`config.mk`:
```
export PLATFORM = sky130hd
export DESIGN_NAME = latency_watch
export DESIGN_NICKNAME = d
export VERILOG_FILES = /design/src/latency_watch_pkg.sv /design/src/window_if.sv /design/src/txn_tracker.sv /design/src/latency_history.sv /design/src/slow_txn_detector.sv /design/src/stat_readout.sv /design/src/latency_watch.sv
export SDC_FILE = /design/constraint.sdc
export NUM_CORES = 1
export LEC_CHECK = 0
export BUFFER_PORTS_ARGS = -buffer_cell sky130_fd_sc_hd__clkbuf_2
export CORE_ASPECT_RATIO = 1.5
export CORE_MARGIN = 5
export CORE_UTILIZATION = 45
export DETAILED_ROUTE_END_ITERATION = 8
export GPL_ROUTABILITY_DRIVEN = 0
export PLACE_DENSITY_LB_ADDON = 0.25
export SKIP_CTS_REPAIR_TIMING = 1
export SLEW_MARGIN = 20
export SYNTH_ARGS = -nofsm -noshare
export SYNTH_HDL_FRONTEND = slang
export SYNTH_SLANG_ARGS = --single-unit
```
`constraint.sdc`:
```
create_clock -name rvx_port_5 -period 3.3 [get_ports rvx_port_5]
set_input_delay 0.99 -clock rvx_port_5 [delete_from_list [all_inputs] [get_ports rvx_port_5]]
set_output_delay 0.99 -clock rvx_port_5 [all_outputs]
set_load 0.01 [all_outputs]
```
`src/latency_watch_pkg.sv`:
```
`default_nettype none

package latency_watch_pkg;

	// *************************************************************************
	// Widths and defaults shared by the monitor blocks
	// *************************************************************************

	// One latency or statistic word
	localparam int unsigned COUNT_W = 12;
	// Slow threshold in cycles
	localparam int unsigned SLOW_LIMIT_DEF = 20;
	// History depth, a power of two
	localparam int unsigned HIST_DEPTH_DEF = 2;

	// Host read select
	typedef enum logic [1:0]
	{
		sel_max_latency = 2'd0,
		sel_slow_count = 2'd1,
		sel_hist_avg = 2'd2,
		sel_slow_flag = 2'd3
	} stat_sel_e;

	// Upper bits of a count kept per history entry
	// Bits above those needed to reach the limit, at least one
	function automatic int unsigned hist_bits(input int unsigned limit);
		int unsigned need;
		need = $clog2(limit + 1);
		if (need >= COUNT_W)
			return 1;
		return COUNT_W - need;
	endfunction

endpackage

`default_nettype wire

```
`src/window_if.sv`:
```
`timescale 1ns/10ps
`default_nettype none

interface window_if
	import latency_watch_pkg::*;
();

	// Monitor enable from the top level
	logic enable;
	// One-cycle pulse, closes one interval and opens the next
	logic start;
	// Transaction waiting, req high and ack low
	logic busy;
	// Running count of the open interval
	logic [COUNT_W-1:0] count;

	// Tracker side
	modport src
	(
		output enable,
		output start,
		output busy
	);

	// Detector reads the strobes and owns the count
	modport det
	(
		input enable,
		input start,
		input busy,
		output count
	);

	// History samples the count at each start
	modport hist
	(
		input enable,
		input start,
		input count
	);

endinterface

`default_nettype wire

```
`src/txn_tracker.sv`:
```
`timescale 1ns/10ps
`default_nettype none

module txn_tracker
(
	input logic rvx_port_5,
	input logic rvx_port_0,
	input logic monitor_en,
	input logic bus_req,
	input logic bus_ack,
	window_if.src win
);

	// Previous sample of req
	logic req_q;
	// Registered strobes
	logic start_q;
	logic busy_q;

	// *************************************************************************
	// Bus tap
	// *************************************************************************

	// Only samples the channel, nothing is driven back
	always_ff @(posedge rvx_port_5, negedge rvx_port_0)
	begin
		if (!rvx_port_0)
		begin
			req_q <= 1'b0;
			start_q <= 1'b0;
			busy_q <= 1'b0;
		end
		else
		begin
			req_q <= bus_req;
			// Rising req marks a new transaction
			start_q <= bus_req && !req_q;
			// Waiting while req is up and no ack yet
			busy_q <= bus_req && !bus_ack;
		end
	end

	// Four-phase protocol keeps starts at least two cycles
	// apart after ack falls, so one pulse per transaction

	assign win.start = start_q;
	assign win.busy = busy_q;
	// Enable goes straight through to the window users
	assign win.enable = monitor_en;

endmodule

`default_nettype wire

```
`src/latency_history.sv`:
```
`timescale 1ns/10ps
`default_nettype none

module latency_history
	import latency_watch_pkg::*;
#(
	parameter int unsigned HIST_DEPTH = HIST_DEPTH_DEF,
	parameter int unsigned SLOW_LIMIT = SLOW_LIMIT_DEF
)
(
	input logic rvx_port_5,
	input logic rvx_port_0,
	window_if.hist win,
	output logic [COUNT_W-1:0] hist_avg
);

	// Kept bits per entry, same rule as the detector
	localparam int unsigned HIST_W = hist_bits(SLOW_LIMIT);
	// Divide by depth as a shift
	localparam int unsigned SHIFT = $clog2(HIST_DEPTH);
	// Sum never overflows
	localparam int unsigned SUM_W = HIST_W + SHIFT;

	logic [HIST_W-1:0] entry_q [HIST_DEPTH];
	logic [SUM_W-1:0] entry_sum;
	logic [HIST_W-1:0] avg_upper;
	logic [COUNT_W-1:0] avg_word;

	// *************************************************************************
	// Shift register of closed intervals
	// *************************************************************************

	always_ff @(posedge rvx_port_5, negedge rvx_port_0)
	begin
		if (!rvx_port_0)
		begin
			for (int i = 0; i < HIST_DEPTH; i++)
				entry_q[i] <= '0;
		end
		else if (win.enable && win.start)
		begin
			// Newest entry in slot 0, count still holds the closing value
			entry_q[0] <= win.count[COUNT_W-1 -: HIST_W];
			for (int i = 1; i < HIST_DEPTH; i++)
				entry_q[i] <= entry_q[i-1];
		end
	end

	// Sum of all entries
	always_comb
	begin
		entry_sum = '0;
		for (int i = 0; i < HIST_DEPTH; i++)
			entry_sum = entry_sum + SUM_W'(entry_q[i]);
	end

	assign avg_upper = HIST_W'(entry_sum >> SHIFT);

	// Back onto the count scale, low bits zero
	always_comb
	begin
		avg_word = '0;
		avg_word[COUNT_W-1 -: HIST_W] = avg_upper;
	end

	// Average follows the entries one cycle later
	always_ff @(posedge rvx_port_5, negedge rvx_port_0)
	begin
		if (!rvx_port_0)
			hist_avg <= '0;
		else
			hist_avg <= avg_word;
	end

endmodule

`default_nettype wire

```
`src/slow_txn_detector.sv`:
```
`timescale 1ns/10ps
`default_nettype none

module slow_txn_detector
	import latency_watch_pkg::*;
#(
	parameter int unsigned SLOW_LIMIT = SLOW_LIMIT_DEF,
	parameter int unsigned RELATIVE = 0
)
(
	input logic rvx_port_5,
	input logic rvx_port_0,
	window_if.det win,
	input logic [COUNT_W-1:0] hist_avg,
	output logic [COUNT_W-1:0] max_latency,
	output logic [COUNT_W-1:0] slow_count,
	output logic slow_flag
);

	// Bits of the average that the history really holds
	localparam int unsigned HIST_W = hist_bits(SLOW_LIMIT);
	// Threshold on the count scale
	localparam logic [COUNT_W-1:0] LIMIT = COUNT_W'(SLOW_LIMIT);

	// Open interval count
	logic [COUNT_W-1:0] count_q;
	// Average with only the history bits
	logic [COUNT_W-1:0] avg_ref;
	// Enabled start, the close of an interval
	logic interval_close;
	// Flag set condition
	logic slow_set;

	assign interval_close = win.enable && win.start;
	assign win.count = count_q;

	// *************************************************************************
	// Interval counter
	// *************************************************************************

	always_ff @(posedge rvx_port_5, negedge rvx_port_0)
	begin
		if (!rvx_port_0)
			count_q <= '0;
		else if (win.enable)
		begin
			// New interval starts from zero
			if (win.start)
				count_q <= '0;
			// One per waiting cycle, saturating
			else if (win.busy && (count_q != '1))
				count_q <= count_q + 1'b1;
		end
	end

	// Worst case, taken from the count being closed
	always_ff @(posedge rvx_port_5, negedge rvx_port_0)
	begin
		if (!rvx_port_0)
			max_latency <= '0;
		else if (interval_close && (count_q > max_latency))
			max_latency <= count_q;
	end

	// *************************************************************************
	// Slow flag
	// *************************************************************************

	// Low bits of the history word ignored
	always_comb
	begin
		avg_ref = '0;
		avg_ref[COUNT_W-1 -: HIST_W] = hist_avg[COUNT_W-1 -: HIST_W];
	end

	always_comb
	begin
		slow_set = 1'b0;
		if (!slow_flag && (count_q >= LIMIT))
		begin
			// Absolute mode, the limit alone
			if (RELATIVE == 0)
				slow_set = 1'b1;
			// Relative mode, half the count must beat the average
			else if ((count_q >> 1) > avg_ref)
				slow_set = 1'b1;
		end
	end

	always_ff @(posedge rvx_port_5, negedge rvx_port_0)
	begin
		if (!rvx_port_0)
			slow_flag <= 1'b0;
		else if (win.enable)
		begin
			// Start wins over set
			if (win.start)
				slow_flag <= 1'b0;
			else if (slow_set)
				slow_flag <= 1'b1;
		end
	end

	// Slow intervals, counted as each one closes
	always_ff @(posedge rvx_port_5, negedge rvx_port_0)
	begin
		if (!rvx_port_0)
			slow_count <= '0;
		else if (interval_close && slow_flag && (slow_count != '1))
			slow_count <= slow_count + 1'b1;
	end

endmodule

`default_nettype wire

```
`src/stat_readout.sv`:
```
`timescale 1ns/10ps
`default_nettype none

module stat_readout
	import latency_watch_pkg::*;
(
	input logic rvx_port_5,
	input logic rvx_port_0,
	input logic rd_req,
	input stat_sel_e rd_sel,
	output logic rd_ack,
	output logic [COUNT_W-1:0] rd_data,
	input logic [COUNT_W-1:0] max_latency,
	input logic [COUNT_W-1:0] slow_count,
	input logic [COUNT_W-1:0] hist_avg,
	input logic slow_flag
);

	// Handshake states
	localparam logic [1:0] st_idle = 2'd0;
	localparam logic [1:0] st_capture = 2'd1;
	localparam logic [1:0] st_ack = 2'd2;
	localparam logic [1:0] st_release = 2'd3;

	logic [1:0] state_q;
	logic [1:0] state_d;
	// Statistic picked by rd_sel
	logic [COUNT_W-1:0] sel_value;

	// *************************************************************************
	// Four-phase FSM
	// *************************************************************************

	always_comb
	begin
		state_d = state_q;
		case (state_q)
			// Wait for a fresh request, old ack fully gone
			st_idle:
				if (rd_req && !rd_ack)
					state_d = st_capture;
			// One cycle of delay before the ack
			st_capture:
				state_d = st_ack;
			// Hold until the host drops req
			st_ack:
				if (rd_ack && !rd_req)
					state_d = st_release;
			st_release:
				state_d = st_idle;
			default:
				state_d = st_idle;
		endcase
	end

	always_ff @(posedge rvx_port_5, negedge rvx_port_0)
	begin
		if (!rvx_port_0)
		begin
			state_q <= st_idle;
			rd_ack <= 1'b0;
		end
		else
		begin
			state_q <= state_d;
			// Ack lags the state by a cycle on both edges
			rd_ack <= (state_q == st_ack) || (state_q == st_release);
		end
	end

	// Select mux
	always_comb
	begin
		case (rd_sel)
			sel_max_latency:
				sel_value = max_latency;
			sel_slow_count:
				sel_value = slow_count;
			sel_hist_avg:
				sel_value = hist_avg;
			sel_slow_flag:
				sel_value = COUNT_W'(slow_flag);
			default:
				sel_value = '0;
		endcase
	end

	// Snapshot taken together with the ack rise, stable until next read
	always_ff @(posedge rvx_port_5)
	begin
		if ((state_q == st_ack) && !rd_ack)
			rd_data <= sel_value;
	end

endmodule

`default_nettype wire

```
`src/latency_watch.sv`:
```
`timescale 1ns/10ps
`default_nettype none

module latency_watch
	import latency_watch_pkg::*;
#(
	parameter int unsigned SLOW_LIMIT = SLOW_LIMIT_DEF,
	parameter int unsigned HIST_DEPTH = HIST_DEPTH_DEF,
	parameter int unsigned RELATIVE = 0
)
(
	input logic rvx_port_5,
	input logic rvx_port_0,
	// Monitor on/off
	input logic monitor_en,
	// Tapped master/slave channel
	input logic bus_req,
	input logic bus_ack,
	// Host read port
	input logic rd_req,
	input stat_sel_e rd_sel,
	output logic rd_ack,
	output logic [COUNT_W-1:0] rd_data
);

	// Statistics toward the read port
	logic [COUNT_W-1:0] max_latency;
	logic [COUNT_W-1:0] slow_count;
	logic [COUNT_W-1:0] hist_avg;
	logic slow_flag;

	// *************************************************************************
	// Interval window shared by tracker, detector and history
	// *************************************************************************

	window_if win_i ();

	// Strobes from the tapped channel
	txn_tracker tracker_i
	(
		.rvx_port_5(rvx_port_5),
		.rvx_port_0(rvx_port_0),
		.monitor_en(monitor_en),
		.bus_req(bus_req),
		.bus_ack(bus_ack),
		.win(win_i.src)
	);

	// Counter, worst case and slow tracking
	slow_txn_detector
	#(
		.SLOW_LIMIT(SLOW_LIMIT),
		.RELATIVE(RELATIVE)
	)
	detector_i
	(
		.rvx_port_5(rvx_port_5),
		.rvx_port_0(rvx_port_0),
		.win(win_i.det),
		.hist_avg(hist_avg),
		.max_latency(max_latency),
		.slow_count(slow_count),
		.slow_flag(slow_flag)
	);

	// Recent latencies and their average
	latency_history
	#(
		.HIST_DEPTH(HIST_DEPTH),
		.SLOW_LIMIT(SLOW_LIMIT)
	)
	history_i
	(
		.rvx_port_5(rvx_port_5),
		.rvx_port_0(rvx_port_0),
		.win(win_i.hist),
		.hist_avg(hist_avg)
	);

	// *************************************************************************
	// Host side
	// *************************************************************************

	stat_readout readout_i
	(
		.rvx_port_5(rvx_port_5),
		.rvx_port_0(rvx_port_0),
		.rd_req(rd_req),
		.rd_sel(rd_sel),
		.rd_ack(rd_ack),
		.rd_data(rd_data),
		.max_latency(max_latency),
		.slow_count(slow_count),
		.hist_avg(hist_avg),
		.slow_flag(slow_flag)
	);

endmodule

`default_nettype wire

```
# Word-level counts from Yosys, hierarchy flattened
# Cells that the tools add are included.
# word_totals
word_cells,61
mem_count,0
reg_bits,76
mem_bits_rw,0
latchBits,0
rom_bits,0
# classes
shift,0
mux,9
add_sub_neg,3
multipliers,0
eq_ne,10
div_mod_pow,0
bitwise_logic,0
n_reduce_logical,24
magnitude_cmp,2
# ops
cell,count
12-bit one-hot mux with 4 select lines,1
12-bit by 1-bit adder with 12-bit output (second input constant),2
12-bit two-way mux,2
12-bit != test (second input constant),2
12-bit by 5-bit greater-or-equal comparator with 1-bit output (second input constant),1
12-bit greater-than comparator,1
1-bit logical AND,11
7-bit by 7-bit adder with 8-bit output,1
2-bit equality test (second input constant),4
2-bit one-hot mux with 4 select lines,1
2-bit AND reduction,3
1-bit logical NOT,5
2-bit by 1-bit equality test with 1-bit output (second input constant),2
2-bit logical NOT,2
2-bit two-way mux,2
2-bit by 1-bit != test with 1-bit output (second input constant),2
2-bit nonzero test,2
1-bit two-way mux,3
1-bit logical OR,1

# Longest topological paths before layout
# logic_depth
depth_word,5
depth_mapped,8

# Hierarchy
# From an unflattened synthesis, not the netlist that was laid out.
# hier_totals
cells_unflattened,354
area_unflattened_um2,4086.4
# by_module_without_submodules
module,instances,area_per_inst_um2,seq_area_each_um2,cells_per_inst
slow_txn_detector,1,2112.0,925.9,197
latency_history,1,1047.3,525.5,84
stat_readout,1,817.0,435.4,67
txn_tracker,1,110.1,75.1,6

# Least setup slack after synthesis
# Ideal clock, no wire load.
# synth_path
path_kind,reg2reg
start,"register detector_i.count_q[11], in the netlist detector_i.win.count[11]"
end,register detector_i.max_latency[10]
path_slack_ns,1.144
required_ns,3.175
setup_time_ns,0.125
t_arrival_ns,2.031
stages_incl_launch_ff,8
period_less_slack_ns,2.156
cell_sequence,dfrtp_1 > ha_1 > nand4_1 > nor3_2 > a221oi_1 > a221oi_2 > buf_6 > mux2_2
# synth_via
elab_chain_len,2
# synth_lines
item,line_no,rtl
start: declaration,slow_txn_detector.sv:26,logic [COUNT_W-1:0] count_q;
start signal: assignment,slow_txn_detector.sv:52,count_q <= count_q + 1'b1;
12-bit greater-than comparator,slow_txn_detector.sv:61,else if (interval_close && (count_q > max_latency))
1-bit logical AND,slow_txn_detector.sv:61,
end signal: assignment,slow_txn_detector.sv:62,max_latency <= count_q;
end: declaration,slow_txn_detector.sv:15,"output logic [COUNT_W-1:0] max_latency,"
# Every way passes these cells.
# A chain may end at the register's enable or synchronous reset.

# Final worst setup path
# layout_path
start,"register detector_i.count_q[11], in the netlist detector_i.win.count[11]"
end,register detector_i.max_latency[8]
# Same word-level chain as after synthesis.

==> reports/metrics.csv <==
metric,value,unit
synth.most_common_cell,dfrtp_1,
diodes,0,
hold_path.class,reg -> reg,
grt_antenna_before_repair,0,
fin_crit_sh,68.89,%
synth_edf_count,12,
slew_headroom,45.49,%
setup_tns,0,ns
initial_core_util,46.34,%
path_clk_slew,0.06,ns
dieHeight,124.3,um
synth-seq-cells,76,
rsz0062_at_grt,no,
cts_max_path_buffers,2,
yosys.area.top_type,dfrtp_1,
switching_share,26.73,%
clock_skew,0.005161,ns
crit_family,flip-flops,
max_freq,439.9,MHz
vias,2710,
power.static_leakage,2.065,nW
grtUsageTotal,14.97,%
finalNetCount,426,
core_area,8464,um2
vias_per_cell,5.377,
status,"complete, no violations",
dpl.hpwl,5323,um
clock_latency,0.33,ns
cp.required,3.52,ns
slew_viol_final,0,
seq_power_share,45.0,%
drtIter0Drc,77,
rows,41,
ff_latch_area,1962,um2
synth_warnings,0,
use_met2,24.22,%
wl_per_cell,14.73,um
syn-num-nets,404,
worstMarginPinSlew,0.8176,ns
ant_nets,0,
syn_area,3923,um2
grt.met3_usage,3.905,%
grt_max_degree,65,
cp.arrival,2.49,ns
cts.sinks,76,
synthCells,370,
slowest_delay,0.48,ns
syn_to_final_growth,12.89,%
cts_tree,yes,
worstSetupPathType,reg -> reg,
fin_hold_ws,0.3935,ns
synth_ff_type,dfrtp_1,
drtPass1Iterations,4,
routed_wl,7422,um
power_density,588.4,nW/um2
grt_busiest_layer,met2,
endpoint_kind,flop,
period_minus_slack,2.273,ns
setup_viol,0,
drc,0,
path_buf_inv,1,
multi_input_comb_area,1790,um2
layout-drive-gt1-share,15.87,%
power_frac_comb,16.1,%
htreeDepth,3,
cts_root_buf,clkbuf_16,
grt_pass1_vias,2701,
yosys.area.top_type_share,40.83,%
ys_seq_area_share,50.02,%
die_x,86.23,um
yosys-top-cells-count,"64 x dfrtp_1, 62 x nand2_1, 26 x inv_1",
die_area,10720,um2
grt-ovfl-total,0,
port-buffer-count,20,
power.share.clock,38.9,%
async_flop_share,84.21,%
cap_violations,0,
start_kind,flop,
intPower,1.909,mW
crit_fanout,12,
synth.area.top_cells,"dfrtp_1 41%, edfxtp_1 9.2%, ha_1 8.0%",
synth_area_per_cell,10.60,um2
fillers,773,
crit_chain,ha_1 > nand4_1 > nor3_2 > a221oi_1 > a221oi_2 > buf_4 > mux2_2,
io_pins,21,
p_sw,0.6964,mW
slowest_stage,dfrtp_1,
max-vdd-ir-drop,407.0,uV
cts_buffers,9,
grtUsageMet1,18.60,%
post-route-util,52.31,%
ys_types,50,
hold_viol,0,
grt_pass1_wl,12810,um
[path summary, 6_finish.rpt]
kind,start,end,slack [ns],depth (start not counted)
min in group asynchronous,rvx_port_0,readout_i.state_q[0],0.83,2
worst max-delay path,detector_i.win.count[11],detector_i.max_latency[8],1.03,7
worst min register to register,tracker_i.req_q,tracker_i.win.start,0.39,1
max in group asynchronous,rvx_port_0,history_i.hist_avg[7],1.93,2
worst max register to register,detector_i.win.count[11],detector_i.max_latency[8],1.03,7
worst min-delay path,tracker_i.req_q,tracker_i.win.start,0.39,1
[layout make-up]
class	instances	area share (%)
well taps	107	3.023
multi-input cells	254	40.44
clock inverters	7	1.837
flip-flops and latches	76	44.31
repair buffers	25	3.108
inverters	26	2.204
clock buffers	9	5.086
[state kept, by name, indices dropped and copies added, names as in the netlist]
register                cells
readout_i.rd_ack            1
detector_i.slow_count      12
readout_i.state_q           2
tracker_i.win.busy          1
detector_i.max_latency     12
history_i.entry_q          14
detector_i.win.count       12
detector_i.slow_flag        1
tracker_i.win.start         1
history_i.hist_avg          7
readout_i.rd_data          12
tracker_i.req_q             1
[logic make-up after synthesis]
kind of cell             count (synthesis)  share of synthesized area, %
buffers and inverters                   40                         4.338
XOR/XNOR                                17                         3.796
AND/OR/NAND/NOR                        130                         15.41
multiplexers                            29                         7.847
adder cells (fa/ha/maj)                 26                         8.485
AO/OA/AOI/OAI                           52                         10.11
flip-flops                              76                         50.02
[cell usage in the layout (no fill, tap or decap), drive strengths merged, types with 3 or more instances in the layout]
cell,count
dfrtp,64
nand2,62
clkbuf,29
inv,26
ha,25
nor2,22
o21ai,17
mux2i,15
mux2,14
nand3,12
edfxtp,12
a21oi,9
xnor2,9
xor2,8
nand4,7
nor2b,6
buf,5
nor3,5
clkinv,5
o211ai,4
nand2b,4
o31ai,3
and4,3
o2111ai,3
[per-layer routing]
metal / up-vias / wire length, um
li1: 1327 / -
met4: 0 / 186
met1: 1331 / 3226
met2: 36 / 3764
met3: 16 / 245
met5: - / 0
[metrics by stage]
step	setup slack, ns	std cells	area (um2)	total power, mW
floorplan	1.144	370	3923	1.457
CTS	1.015	504	4428	2.649
global placement	0.9568	488	4121	1.598
finish	1.027	504	4428	2.605
detailed placement	0.8732	488	4121	1.619
global route	0.8338	504	4428	2.752
[power by group through the flow]
stage	combinational, mW	sequential (mW)	clock, mW
after floorplan	0.269	1.19	0
after global placement	0.412	1.19	0
after detailed placement	0.429	1.19	0
after CTS	0.431	1.17	1.04
after global routing	0.476	1.19	1.09
final	0.420	1.17	1.01
No activity file was read; power rests on OpenSTA's default activity.
